===== src/hw/z8IsaPkg.sv =====
package z8IsaPkg;

    // values match the high nibble of column 2 where the op exists there
    typedef enum logic [3:0] {
        ALU_ADD = 4'h0,
        ALU_ADC = 4'h1,
        ALU_SUB = 4'h2,
        ALU_SBC = 4'h3,
        ALU_OR  = 4'h4,
        ALU_AND = 4'h5,
        ALU_TCM = 4'h6,
        ALU_TM  = 4'h7,
        ALU_CP  = 4'hA,
        ALU_XOR = 4'hB,
        ALU_LD  = 4'hC,
        ALU_INC = 4'hD,
        ALU_DEC = 4'hE
    } aluOpT;

    typedef enum logic [3:0] {
        ST_FETCH,
        ST_READ_INSTR,
        ST_WAIT2,
        ST_READ2,
        ST_WAIT3,
        ST_READ3,
        ST_DECODE,
        ST_ALU2_OP,
        ST_ALU1_OP,
        ST_DJNZ1,
        ST_DJNZ2,
        ST_PORT_WAIT
    } seqStateT;

    // flag bit positions
    localparam int FLAG_C = 7;
    localparam int FLAG_Z = 6;
    localparam int FLAG_S = 5;
    localparam int FLAG_V = 4;

    localparam logic [7:0] REG_FLAGS = 8'hFC;
    localparam logic [7:0] REG_PORT2 = 8'h02;

    // carry flag operations from scf, rcf and ccf
    localparam logic [1:0] CARRY_NONE  = 2'd0;
    localparam logic [1:0] CARRY_SET   = 2'd1;
    localparam logic [1:0] CARRY_RESET = 2'd2;
    localparam logic [1:0] CARRY_CPL   = 2'd3;

endpackage


===== src/hw/z8BusPkg.sv =====
package z8BusPkg;

    import z8IsaPkg::*;

    typedef struct packed {
        logic        strobe;
        logic [15:0] addr;
    } memReqT;

    typedef struct packed {
        logic [15:0] addr;
        logic [7:0]  data;
    } loadReqT;

    typedef struct packed {
        logic       en;
        logic [7:0] addr;
        logic [7:0] data;
    } regWriteT;

    typedef struct packed {
        aluOpT      op;
        logic [7:0] a;
        logic [7:0] b;
        logic [7:0] flags;
    } aluReqT;

    // writeResult is low for compare and test ops
    typedef struct packed {
        logic [7:0] result;
        logic [7:0] flags;
        logic       writeResult;
    } aluRespT;

endpackage


===== src/hw/alu.sv =====
`timescale 1ns/1ps

module alu
    import z8IsaPkg::*;
    import z8BusPkg::*;
(
    input  aluReqT  req,
    output aluRespT resp
);
    logic [8:0] sum;
    logic [8:0] diff;
    logic       carryIn;
    logic [7:0] result;
    logic       carry;
    logic       overflow;
    logic       keepFlags;
    logic       writeResult;

    assign carryIn = (req.op == ALU_ADC || req.op == ALU_SBC) ? req.flags[FLAG_C] : 1'b0;

    // bit 8 is carry out for sum, borrow for diff
    assign sum  = {1'b0, req.a} + {1'b0, req.b} + 9'(carryIn);
    assign diff = {1'b0, req.a} - {1'b0, req.b} - 9'(carryIn);

    always_comb begin
        result      = req.a;
        carry       = req.flags[FLAG_C];
        overflow    = req.flags[FLAG_V];
        keepFlags   = 1'b0;
        writeResult = 1'b1;
        case (req.op)
            ALU_LD: begin
                keepFlags = 1'b1;
            end
            ALU_INC: begin
                result   = req.a + 8'd1;
                overflow = req.a == 8'h7F;
            end
            ALU_DEC: begin
                result   = req.a - 8'd1;
                overflow = req.a == 8'h80;
            end
            ALU_ADD, ALU_ADC: begin
                result   = sum[7:0];
                carry    = sum[8];
                overflow = (req.a[7] == req.b[7]) && (sum[7] != req.a[7]);
            end
            ALU_SUB, ALU_SBC, ALU_CP: begin
                result      = diff[7:0];
                carry       = diff[8];
                overflow    = (req.a[7] != req.b[7]) && (diff[7] != req.a[7]);
                writeResult = req.op != ALU_CP;
            end
            ALU_OR: begin
                result   = req.a | req.b;
                overflow = 1'b0;
            end
            ALU_AND: begin
                result   = req.a & req.b;
                overflow = 1'b0;
            end
            ALU_XOR: begin
                result   = req.a ^ req.b;
                overflow = 1'b0;
            end
            ALU_TCM: begin
                result      = ~req.a & req.b;
                overflow    = 1'b0;
                writeResult = 1'b0;
            end
            ALU_TM: begin
                result      = req.a & req.b;
                overflow    = 1'b0;
                writeResult = 1'b0;
            end
            default: begin
                keepFlags = 1'b1;
            end
        endcase
    end

    always_comb begin
        resp.result      = result;
        resp.writeResult = writeResult;
        resp.flags       = req.flags;
        if (!keepFlags) begin
            resp.flags[FLAG_C] = carry;
            resp.flags[FLAG_Z] = result == 8'h00;
            resp.flags[FLAG_S] = result[7];
            resp.flags[FLAG_V] = overflow;
        end
    end

endmodule


===== config.mk =====
export PLATFORM = sky130hd
export DESIGN_NAME = alu
export DESIGN_NICKNAME = d
export VERILOG_FILES = /design/src/hw/z8IsaPkg.sv /design/src/hw/z8BusPkg.sv /design/src/hw/alu.sv
export SDC_FILE = /design/constraint.sdc
export NUM_CORES = 1
export LEC_CHECK = 0
export BUFFER_PORTS_ARGS = -buffer_cell sky130_fd_sc_hd__buf_2
export CAP_MARGIN = 20
export CORE_ASPECT_RATIO = 0.8
export CORE_MARGIN = 5
export CORE_UTILIZATION = 30
export DETAILED_ROUTE_END_ITERATION = 16
export GPL_TIMING_DRIVEN = 1
export SLEW_MARGIN = 20
export SYNTH_ARGS = -nofsm -noshare
export SYNTH_HDL_FRONTEND = slang
export SYNTH_SLANG_ARGS = --single-unit

===== constraint.sdc =====
create_clock -name vclk -period 3.8
set_clock_uncertainty 0.1 [all_clocks]
set_input_delay 0.19 -clock vclk [all_inputs]
set_output_delay 0.19 -clock vclk [all_outputs]
set_load 0.01 [all_outputs]

==> impl_metrics.ini <==
[outcome]
status = completed

[timing]
hold_viol_final = 0
fin_crit_sh = 0.863
rsz0062_at_grt = false
min_period_ns = 3.28
setup_violations = 0
maxSlewViolCount = 0
max_slew_margin = 0.657
tightest_slew_ns = 0.511
fin_setup_tns_ns = 0
max_freq_mhz = 305

[worst_setup_path]
crit_chain = buf_2 > buf_4 > nand4b_1 > inv_1 > ha_1 > a211oi_1 > o21bai_1 > a21oi_1 > xor2_1 > nor2_1 > o32ai_1 > a41o_1 > buf_2
critPathLaunchType = input pin
max_stage_delay_ns = 0.35
critical_path.startpoint = req[26]
crit_type = input pin to output port
worstPathArrival_ns = 2.99
cp_max_fo = 23
end_kind = output port
required_ns = 3.51
critPathSlowestCell = o32ai_1
path_delay_family = compound AO/OA/AOI/OAI gates
cpMostUsedCell = buf_2
path_buf_inv = 4

[grt]
grt_pass1_vias = 2092
gr-usage-all-layers = 0.148
grt_start_max_net_pins = 25
grt_pass1_wl_um = 11200
antenna_found_initial = 0
gr-total-overflow = 0

[hold_path]
hold_start = req[0]
min-delay-path-class = input pin to output port

[detailed_routing]
wl_per_cell_um = 16.9
drc = 0
drt_iter0_markers = 247
ant_nets = 0
routed_wl_um = 6840
via_count = 2282
first_pass_iters = 5
viasPerCell = 5.63

[yosys]
synth_nets = 362
synthCells = 294
yosysSeqAreaShare = 0
synth_cell_types = 68
ys_warn_count = 0
syn_area_per_cell_um2 = 7.41
syn_area_mm2 = 0.00218

[floorplanning]
rows = 27
dieArea_mm2 = 0.00908
die_y_um = 86.2
num_io_pins = 45
die_x_um = 105
fp.coreArea_mm2 = 0.00699
initial_core_util = 0.312

[placement]
port_buffers = 37
place_hpwl_um = 5580
gp_congestion = 0.912

[power]
p_per_area_mw_per_mm2 = 163
power_uw = 382
leakagePower_nw = 1.11
peakVddDrop_mv = 0.0350

[cells_and_area]
drive_gt1_frac = 0.186
clkbuf_count = 0
syn2layout_area_growth_pct = 7.69
seq_cells = 0
layout.area.seq_um2 = 0
finalNetCount = 388
diodes = 0

[clock_network]
cts_setup_buffers = 0
ctsResizeCount = 0
hold_buffers = 0

[run]
drv_cap = 0
==> cells in the final DEF (no fill, tap or decap), types with 5 or more instances in the layout <==
cell and n:
a21o_1 6, a21oi_1 23, a31oi_1 5, buf_2 37, fa_1 5, ha_1 35
inv_1 33, nand2_1 24, nand3_1 8, nor2_1 18, nor3_1 5, o21ai_0 11
o21ai_1 7, xnor2_1 15, xor2_1 6
==> per-stage QoR <==
stage / cell area, µm² / std cells / hold slack [ns] / utilization / setup WS (ns)
floorplan: 2180 / 294 / 0.372 / - / 0.743
global placement: 2350 / 405 / 0.280 / 0.336 / 0.620
detailed placement: 2350 / 405 / 0.280 / 0.336 / 0.577
CTS: 2350 / 405 / 0.280 / 0.336 / 0.569
global route: 2350 / 405 / 0.280 / 0.336 / 0.296
finish: 2350 / 405 / 0.280 / 0.336 / 0.519
==> path summary, 6_finish.rpt <==
kind  depth (start not counted)       to  slack [ns]
min                           0  resp[1]        0.28
max                          13  resp[7]        0.52
==> cells in the mapped netlist (all sizes together) (4+ instances only) <==
master | count | share of area
ha | 35 | 0.20
inv | 34 | 0.059
nand2 | 25 | 0.044
a21oi | 23 | 0.053
o21ai | 19 | 0.045
nor2 | 18 | 0.031
buf | 16 | 0.065
xnor2 | 15 | 0.060
nand3 | 9 | 0.023
a21o | 6 | 0.021
nand2b | 6 | 0.025
xor2 | 6 | 0.024
a211oi | 5 | 0.020
a31oi | 5 | 0.014
fa | 5 | 0.046
nor3 | 5 | 0.011
o211ai | 4 | 0.014
o221ai | 4 | 0.019
o22a | 4 | 0.017
==> cell families (layout without fill, tap and decap cells) <==
kind of cell,count (synthesis),in the layout,share of synthesized area
compound gates,104,104,0.348
simple gates,78,78,0.190
buf+inv,51,75,0.130
xor+xnor,21,21,0.0844
fa+ha+maj,40,40,0.247
==> where the power goes <==
part           switching [mW]  internal [mW]  total (mW)
sequential                  0              0           0
combinational           0.225          0.157       0.382
clock                       0              0           0
total                   0.225          0.157       0.382
==> layer usage <==
metal	track usage	share of wire	vias up
met4	0.0238	0.016	0
met3	0.0119	0.081	10
met2	0.236	0.43	108
li1	-	-	1112
met1	0.222	0.47	1052
met5	0	0	-
==> cell type report <==
class	instances	area (µm²)
fillers	755	4650
well taps	87	109
repair buffers	41	215
inverters	34	128
multi-input cells	243	1900
Note: power is estimated with default switching activity, not from simulation.
