$ cat config.mk
export PLATFORM = sky130hd
export DESIGN_NAME = instrSequencer
export DESIGN_NICKNAME = d
export VERILOG_FILES = /design/src/hw/z8IsaPkg.sv /design/src/hw/z8BusPkg.sv /design/src/hw/instrSequencer.sv
export SDC_FILE = /design/constraint.sdc
export NUM_CORES = 1
export LEC_CHECK = 0
export ABC_AREA = 1
export BUFFER_PORTS_ARGS = -buffer_cell sky130_fd_sc_hd__buf_2
export CORE_UTILIZATION = 54
export CTS_BUF_LIST = sky130_fd_sc_hd__clkbuf_8
export DETAILED_ROUTE_END_ITERATION = 7
export PLACE_DENSITY = 0.9
export SYNTH_ARGS = -nofsm -noshare
export SYNTH_HDL_FRONTEND = slang
export SYNTH_SLANG_ARGS = --single-unit
$ cat constraint.sdc
create_clock -name clk -period 2.5 [get_ports clk]
set_clock_uncertainty 0.15 [all_clocks]
set_input_delay 0 -clock clk [delete_from_list [all_inputs] [get_ports clk]]
set_output_delay 0 -clock clk [all_outputs]
set_load 0.05 [all_outputs]
$ cat src/hw/z8IsaPkg.sv
package z8IsaPkg;

    // values match the high nibble of column 2 where the op exists there
    typedef enum logic [3:0] {
        ALU_ADD = 4'h0,
        ALU_ADC = 4'h1,
        ALU_SUB = 4'h2,
        ALU_SBC = 4'h3,
        ALU_OR  = 4'h4,
        ALU_AND = 4'h5,
        ALU_TCM = 4'h6,
        ALU_TM  = 4'h7,
        ALU_CP  = 4'hA,
        ALU_XOR = 4'hB,
        ALU_LD  = 4'hC,
        ALU_INC = 4'hD,
        ALU_DEC = 4'hE
    } aluOpT;

    typedef enum logic [3:0] {
        ST_FETCH,
        ST_READ_INSTR,
        ST_WAIT2,
        ST_READ2,
        ST_WAIT3,
        ST_READ3,
        ST_DECODE,
        ST_ALU2_OP,
        ST_ALU1_OP,
        ST_DJNZ1,
        ST_DJNZ2,
        ST_PORT_WAIT
    } seqStateT;

    // flag bit positions
    localparam int FLAG_C = 7;
    localparam int FLAG_Z = 6;
    localparam int FLAG_S = 5;
    localparam int FLAG_V = 4;

    localparam logic [7:0] REG_FLAGS = 8'hFC;
    localparam logic [7:0] REG_PORT2 = 8'h02;

    // carry flag operations from scf, rcf and ccf
    localparam logic [1:0] CARRY_NONE  = 2'd0;
    localparam logic [1:0] CARRY_SET   = 2'd1;
    localparam logic [1:0] CARRY_RESET = 2'd2;
    localparam logic [1:0] CARRY_CPL   = 2'd3;

endpackage

$ cat src/hw/z8BusPkg.sv
package z8BusPkg;

    import z8IsaPkg::*;

    typedef struct packed {
        logic        strobe;
        logic [15:0] addr;
    } memReqT;

    typedef struct packed {
        logic [15:0] addr;
        logic [7:0]  data;
    } loadReqT;

    typedef struct packed {
        logic       en;
        logic [7:0] addr;
        logic [7:0] data;
    } regWriteT;

    typedef struct packed {
        aluOpT      op;
        logic [7:0] a;
        logic [7:0] b;
        logic [7:0] flags;
    } aluReqT;

    // writeResult is low for compare and test ops
    typedef struct packed {
        logic [7:0] result;
        logic [7:0] flags;
        logic       writeResult;
    } aluRespT;

endpackage

$ cat src/hw/instrSequencer.sv
`timescale 1ns/1ps

module instrSequencer
    import z8IsaPkg::*;
    import z8BusPkg::*;
(
    input  logic       clk,
    input  logic       rstN,
    input  logic       run,
    output memReqT     memReq,
    input  logic [7:0] rdData,
    output logic [7:0] rdAddrA,
    output logic [7:0] rdAddrB,
    input  logic [7:0] rdDataA,
    input  logic [7:0] rdDataB,
    output regWriteT   wr,
    output logic       flagWrite,
    output logic [1:0] carryOp,
    input  logic [7:0] flags,
    output aluReqT     aluReq,
    input  aluRespT    aluResp,
    input  logic       portValid,
    input  logic       portReady
);
    seqStateT    state;
    seqStateT    nextState;
    logic [15:0] pc;
    logic [15:0] nextPc;
    logic [15:0] relTarget;
    logic [7:0]  instr;
    logic [7:0]  second;
    logic [7:0]  third;
    logic [3:0]  instrH;
    logic [3:0]  instrL;
    logic        size1;
    logic        size3;
    logic        isAlu2;
    logic        condTrue;
    logic        takeBranch;
    logic        portWrite;

    assign instrH = instr[7:4];
    assign instrL = instr[3:0];

    // length from the low nibble: columns E/F one byte, 4-7 and D three
    assign size1  = instrL[3:1] == 3'b111;
    assign size3  = instrL[3:2] == 2'b01 || instrL == 4'hD;
    assign isAlu2 = instrH inside {[4'h0:4'h7], 4'hA, 4'hB};

    // pc already points past the instruction here
    assign relTarget = pc + {{8{second[7]}}, second};
    assign portWrite = wr.en && wr.addr == REG_PORT2;

    always_comb begin
        case (instrH[2:0])
            3'd0: condTrue = 1'b0;
            3'd1: condTrue = flags[FLAG_S] ^ flags[FLAG_V];
            3'd2: condTrue = (flags[FLAG_S] ^ flags[FLAG_V]) | flags[FLAG_Z];
            3'd3: condTrue = flags[FLAG_C] | flags[FLAG_Z];
            3'd4: condTrue = flags[FLAG_V];
            3'd5: condTrue = flags[FLAG_S];
            3'd6: condTrue = flags[FLAG_Z];
            default: condTrue = flags[FLAG_C];
        endcase
    end
    assign takeBranch = condTrue ^ instrH[3];

    // every fetch strobe pauses while run is low
    assign memReq.strobe = run && (state == ST_FETCH
                                   || (state == ST_WAIT2 && !size1)
                                   || state == ST_WAIT3);
    assign memReq.addr   = pc;

    // rN is register N
    assign rdAddrA = {4'h0, (instrL == 4'h2) ? second[7:4] : instrH};
    assign rdAddrB = {4'h0, second[3:0]};

    always_comb begin
        aluReq.op    = ALU_LD;
        aluReq.a     = second;
        aluReq.b     = rdDataB;
        aluReq.flags = flags;
        wr.en        = 1'b0;
        wr.addr      = rdAddrA;
        wr.data      = aluResp.result;
        flagWrite    = 1'b0;
        carryOp      = CARRY_NONE;
        case (state)
            ST_DECODE: begin
                // ld r, #imm passes the immediate through the alu
                wr.en = instrL == 4'hC;
                if (instrL == 4'hF) begin
                    case (instrH)
                        4'hC: carryOp = CARRY_RESET;
                        4'hD: carryOp = CARRY_SET;
                        4'hE: carryOp = CARRY_CPL;
                        default: carryOp = CARRY_NONE;
                    endcase
                end
            end
            ST_ALU2_OP: begin
                aluReq.op = aluOpT'(instrH);
                aluReq.a  = rdDataA;
                wr.en     = aluResp.writeResult;
                flagWrite = 1'b1;
            end
            ST_ALU1_OP: begin
                aluReq.op = ALU_INC;
                aluReq.a  = rdDataA;
                wr.en     = 1'b1;
                flagWrite = 1'b1;
            end
            ST_DJNZ1: begin
                // djnz leaves the flags alone
                aluReq.op = ALU_DEC;
                aluReq.a  = rdDataA;
                wr.en     = 1'b1;
            end
            default: begin
                wr.en = 1'b0;
            end
        endcase
    end

    always_comb begin
        nextState = state;
        nextPc    = pc;
        case (state)
            ST_FETCH: begin
                if (run) begin
                    nextState = ST_READ_INSTR;
                end
            end
            ST_READ_INSTR: begin
                nextState = ST_WAIT2;
                nextPc    = pc + 16'd1;
            end
            ST_WAIT2: begin
                if (size1) begin
                    nextState = ST_DECODE;
                end else if (run) begin
                    nextState = ST_READ2;
                end
            end
            ST_READ2: begin
                nextState = size3 ? ST_WAIT3 : ST_DECODE;
                nextPc    = pc + 16'd1;
            end
            ST_WAIT3: begin
                if (run) begin
                    nextState = ST_READ3;
                end
            end
            ST_READ3: begin
                nextState = ST_DECODE;
                nextPc    = pc + 16'd1;
            end
            ST_DECODE: begin
                nextState = ST_FETCH;
                case (instrL)
                    4'h2: nextState = isAlu2 ? ST_ALU2_OP : ST_FETCH;
                    4'hA: nextState = ST_DJNZ1;
                    4'hB: nextPc = takeBranch ? relTarget : pc;
                    4'hC: nextState = portWrite ? ST_PORT_WAIT : ST_FETCH;
                    4'hD: nextPc = takeBranch ? {second, third} : pc;
                    4'hE: nextState = ST_ALU1_OP;
                    default: nextState = ST_FETCH;
                endcase
            end
            ST_ALU2_OP, ST_ALU1_OP: begin
                nextState = portWrite ? ST_PORT_WAIT : ST_FETCH;
            end
            ST_DJNZ1: nextState = ST_DJNZ2;
            ST_DJNZ2: begin
                // register already holds the decremented count
                if (rdDataA != 8'h00) begin
                    nextPc = relTarget;
                end
                nextState = ST_FETCH;
                // port byte from djnz r2 is already up here
                if (rdAddrA == REG_PORT2 && !(portValid && portReady)) begin
                    nextState = ST_PORT_WAIT;
                end
            end
            ST_PORT_WAIT: begin
                if (portValid && portReady) begin
                    nextState = ST_FETCH;
                end
            end
            default: nextState = ST_FETCH;
        endcase
    end

    always_ff @(posedge clk or negedge rstN) begin
        if (!rstN) begin
            state <= ST_FETCH;
            pc    <= 16'h000C;
        end else begin
            state <= nextState;
            pc    <= nextPc;
        end
    end

    always_ff @(posedge clk) begin
        if (state == ST_READ_INSTR) begin
            instr <= rdData;
        end
        if (state == ST_READ2) begin
            second <= rdData;
        end
        if (state == ST_READ3) begin
            third <= rdData;
        end
    end

endmodule

==> impl_summary.txt <==
----------------------------------------------------
[Global routing]
  Met2 capacity usage during global routing ... 56.9%
  GRT met3 Usage ... 3.85%
  Via count of the first global-routing pass ... 4481
  Wire length of the first global-routing pass ... 20700 µm
  Pin count of the biggest net entering global routing ... 21
  Antenna violations before repair ... 0
  Total routing usage reported by global routing ... 31.1%
  GR Util met1 ... 37.2%
  Most utilized layer in the global route result ... met2
  GRT Residual Overflow ... 0

[Placement]
  GP Congestion ... 0.961
  Half-perimeter wire length after detailed placement ... 9560 µm
  Number of buffers added on ports ... 74

[Timing]
  Count of final hold-check violations ... 0
  Highest achievable clock rate ... 0.430 GHz
  Final Critical Period ... 2.33 ns
  Max Slew Vio Count ... 0
  Relative max-transition margin ... 66.5%
  Slew at the pin with the worst max-slew slack ... 0.502 ns
  Final period utilization ... 93.0%
  RSZ-0062 raised after global routing ... false
  Min Hold Slack ... 0.0354 ns
  Final setup violation count ... 0
  Total negative slack ... 0 ns

[Die]
  Die Outline Area ... 8320 µm²
  CORE AREA ... 7730 µm²
  Height of the die ... 91.2 µm
  Die width ... 91.2 µm
  Initial cell density of the core ... 55.7%
  Count of standard-cell rows ... 32
  Io pins ... 135

[Min path]
  Hold Path Class ... primary input to async pin

[Critical path]
  Kind of end point of the critical path ... flip-flop
  Worst EP arrival ... 2.38 ns
  CP Max Fanout ... 4
  Worst EP required ... 2.55 ns
  Startpoint-to-endpoint class of the critical path ... flip-flop to flip-flop
  Startpoint Class ... flip-flop

[Route]
  Total number of vias ... 4768
  Remaining antenna violation count ... 0
  Post-detailed-route DRC marker count ... 0
  Post-DR vias/cell ... 5.50
  Wire length per cell after detailed routing ... 14.6 µm
  Drt total wl ... 12700 µm
  Number of iterations in the first detailed-routing pass ... 6
  Starting DRT DRC Count ... 541

[Yosys]
  Ys Warns ... 0
  Mean Syn Cell Area ... 6.44 µm²
  Post-synthesis cell area ... 4300 µm²
  Post-synthesis instance total ... 668
  Yosys reg bits ... 44
  Number of distinct library cells after synthesis ... 44
  Sequential cell area fraction in the yosys report ... 28.5%

[CTS]
  Clock edge transition at the registers on the reported setup and hold paths ... 0.10 ns
  Max Buffers Root-to-Sink ... 2
  Worst skew pair latency ... 0.31 ns
  Clock tree from TritonCTS ... built
  Clock buffers created by TritonCTS ... 5
  CTS HTree Levels ... 2
  CTS Root Cell ... clkbuf_8
  CTS sink cnt ... 44

[Final layout]
  Post-synthesis to final-layout area growth ... 18.3%
  Most common cell after layout, fill and taps aside ... nand2_1
  Layout net count ... 835
  Highest-count cells in the layout ignoring fill and taps ... nand2_1 (229), inv_1 (97), nand3_1 (76)
  N_diodes ... 0
  Ratio of cells with drive above 1 in the final layout ... 16.9%

[Power]
  PwrDens ... 1040 nW/µm²
  Maximum VDD drop ... 0.000655 V
  Leakage ... 2.81 nW

[Status]
  Result of the run ... finished clean

[Run]
  Max cap viols ... 0

----------------------------------------------------
[where the power goes]
group          switching [W]  internal [W]
Sequential          0.000197      0.000991
Combinational        0.00250       0.00105
Clock               0.000277      0.000301
Total                0.00298       0.00234
[worst max-delay path, stage by stage, from the launching register on]
cell and delay, ns:
dfrtp_1 0.37, ha_2 0.23, inv_1 0.07, fa_1 0.42
inv_1 0.10, nand3_1 0.06, nand3_1 0.15, nand3_1 0.16
nand3_1 0.13, nand2_1 0.06, nand3_1 0.07, nand2_1 0.05
inv_1 0.04, nand2_1 0.05, nand3_1 0.07, nand2_1 0.05
[layer usage]
layer	up-vias	part of all wire, %
met5	-	0
met4	0	2.5
met3	33	9.5
met2	320	50
met1	2145	38
li1	2270	-
[cell type report]
cell class / instances / area [µm²]
multi-input cells: 481 / 2360
well taps: 102 / 128
inverters: 100 / 375
flip-flops and latches: 44 / 1220
clock inverters: 3 / 46.3
repair buffers: 132 / 883
fillers: 649 / 2640
clock buffers: 5 / 68.8
[per-stage QoR]
step / instance area [µm²] / utilization [%] / setup slack [ns] / cells / total power (W)
5_1_grt: 5090 / 65.9 / 0.0109 / 867 / 0.00568
3_3_place_gp: 4630 / 59.9 / 0.157 / 824 / 0.00445
2_1_floorplan: 4340 / - / 0.0411 / 679 / 0.00384
6_report: 5090 / 65.9 / 0.174 / 867 / 0.00531
4_1_cts: 5060 / 65.5 / 0.130 / 864 / 0.00522
3_5_place_dp: 4630 / 59.9 / 0.149 / 824 / 0.00454
[sequential cells by signal, indices dropped and copies added (netlist names)]
register and cells:
third 8, pc 16, state 4, instr 8
second 8
[cell usage after synthesis, drive strengths merged]
library cell	count	share of area, %
o22ai	1	0.15
nor3	6	0.96
nor2	50	4.7
o211ai	4	0.70
o221ai	2	0.41
o21bai	2	0.35
fa	1	0.47
a21oi	14	1.6
nor4	2	0.29
a22oi	1	0.17
edfxtp	24	17
xnor2	3	0.61
nand3b	2	0.35
clkbuf	4	0.38
a21boi	1	0.17
or2	2	0.29
o21ai	26	3.1
xor2	9	1.8
dfstp	2	1.2
conb	1	0.087
buf	50	8.6
a31oi	2	0.64
mux2	3	0.79
o311ai	1	0.20
and2	2	0.29
dfrtp	18	10
nand3	77	9.0
ha	16	4.7
nand4	11	1.6
inv	100	8.7
nand2	231	20
[worst paths after layout]
path | from | to | slack (ns) | cells past startpoint
worst min register to register | pc[3]$_DFFE_PN1P_ | pc[3]$_DFFE_PN1P_ | 0.37 | 2
worst max-delay path | pc[0]$_DFFE_PN0P_ | pc[12]$_DFFE_PN0P_ | 0.17 | 15
worst max register to register | pc[0]$_DFFE_PN0P_ | pc[12]$_DFFE_PN0P_ | 0.17 | 15
max in group asynchronous | rstN | pc[15]$_DFFE_PN0P_ | 1.81 | 2
worst min-delay path | rstN | pc[1]$_DFFE_PN0P_ | 0.04 | 2
min in group clk | aluResp[0] | state[3]$_DFFE_PN0P_ | 0.06 | 5
[cells by family (layout without fill, tap and decap cells)]
family                   after synthesis  after routing  synth area share [%]
flip-flops                            44             44                  28.5
AO/OA/AOI/OAI                         54             54                  7.54
AND/OR/NAND/NOR                      383            383                  37.9
other                                  1             12                0.0872
multiplexers                           3              3                 0.786
adder cells (fa/ha/maj)               17             17                  5.12
buffers and inverters                154            240                  17.7
XOR/XNOR                              12             12                  2.44
[what timing repair did]
action	4_1_cts	5_1_grt
gates resized for setup	0	2
setup endpoints to repair	0	5
endpoints found under the hold margin	66	0
hold buffers	32	0
setup buffers	0	3
Note: power is estimated with default switching activity, not from simulation.
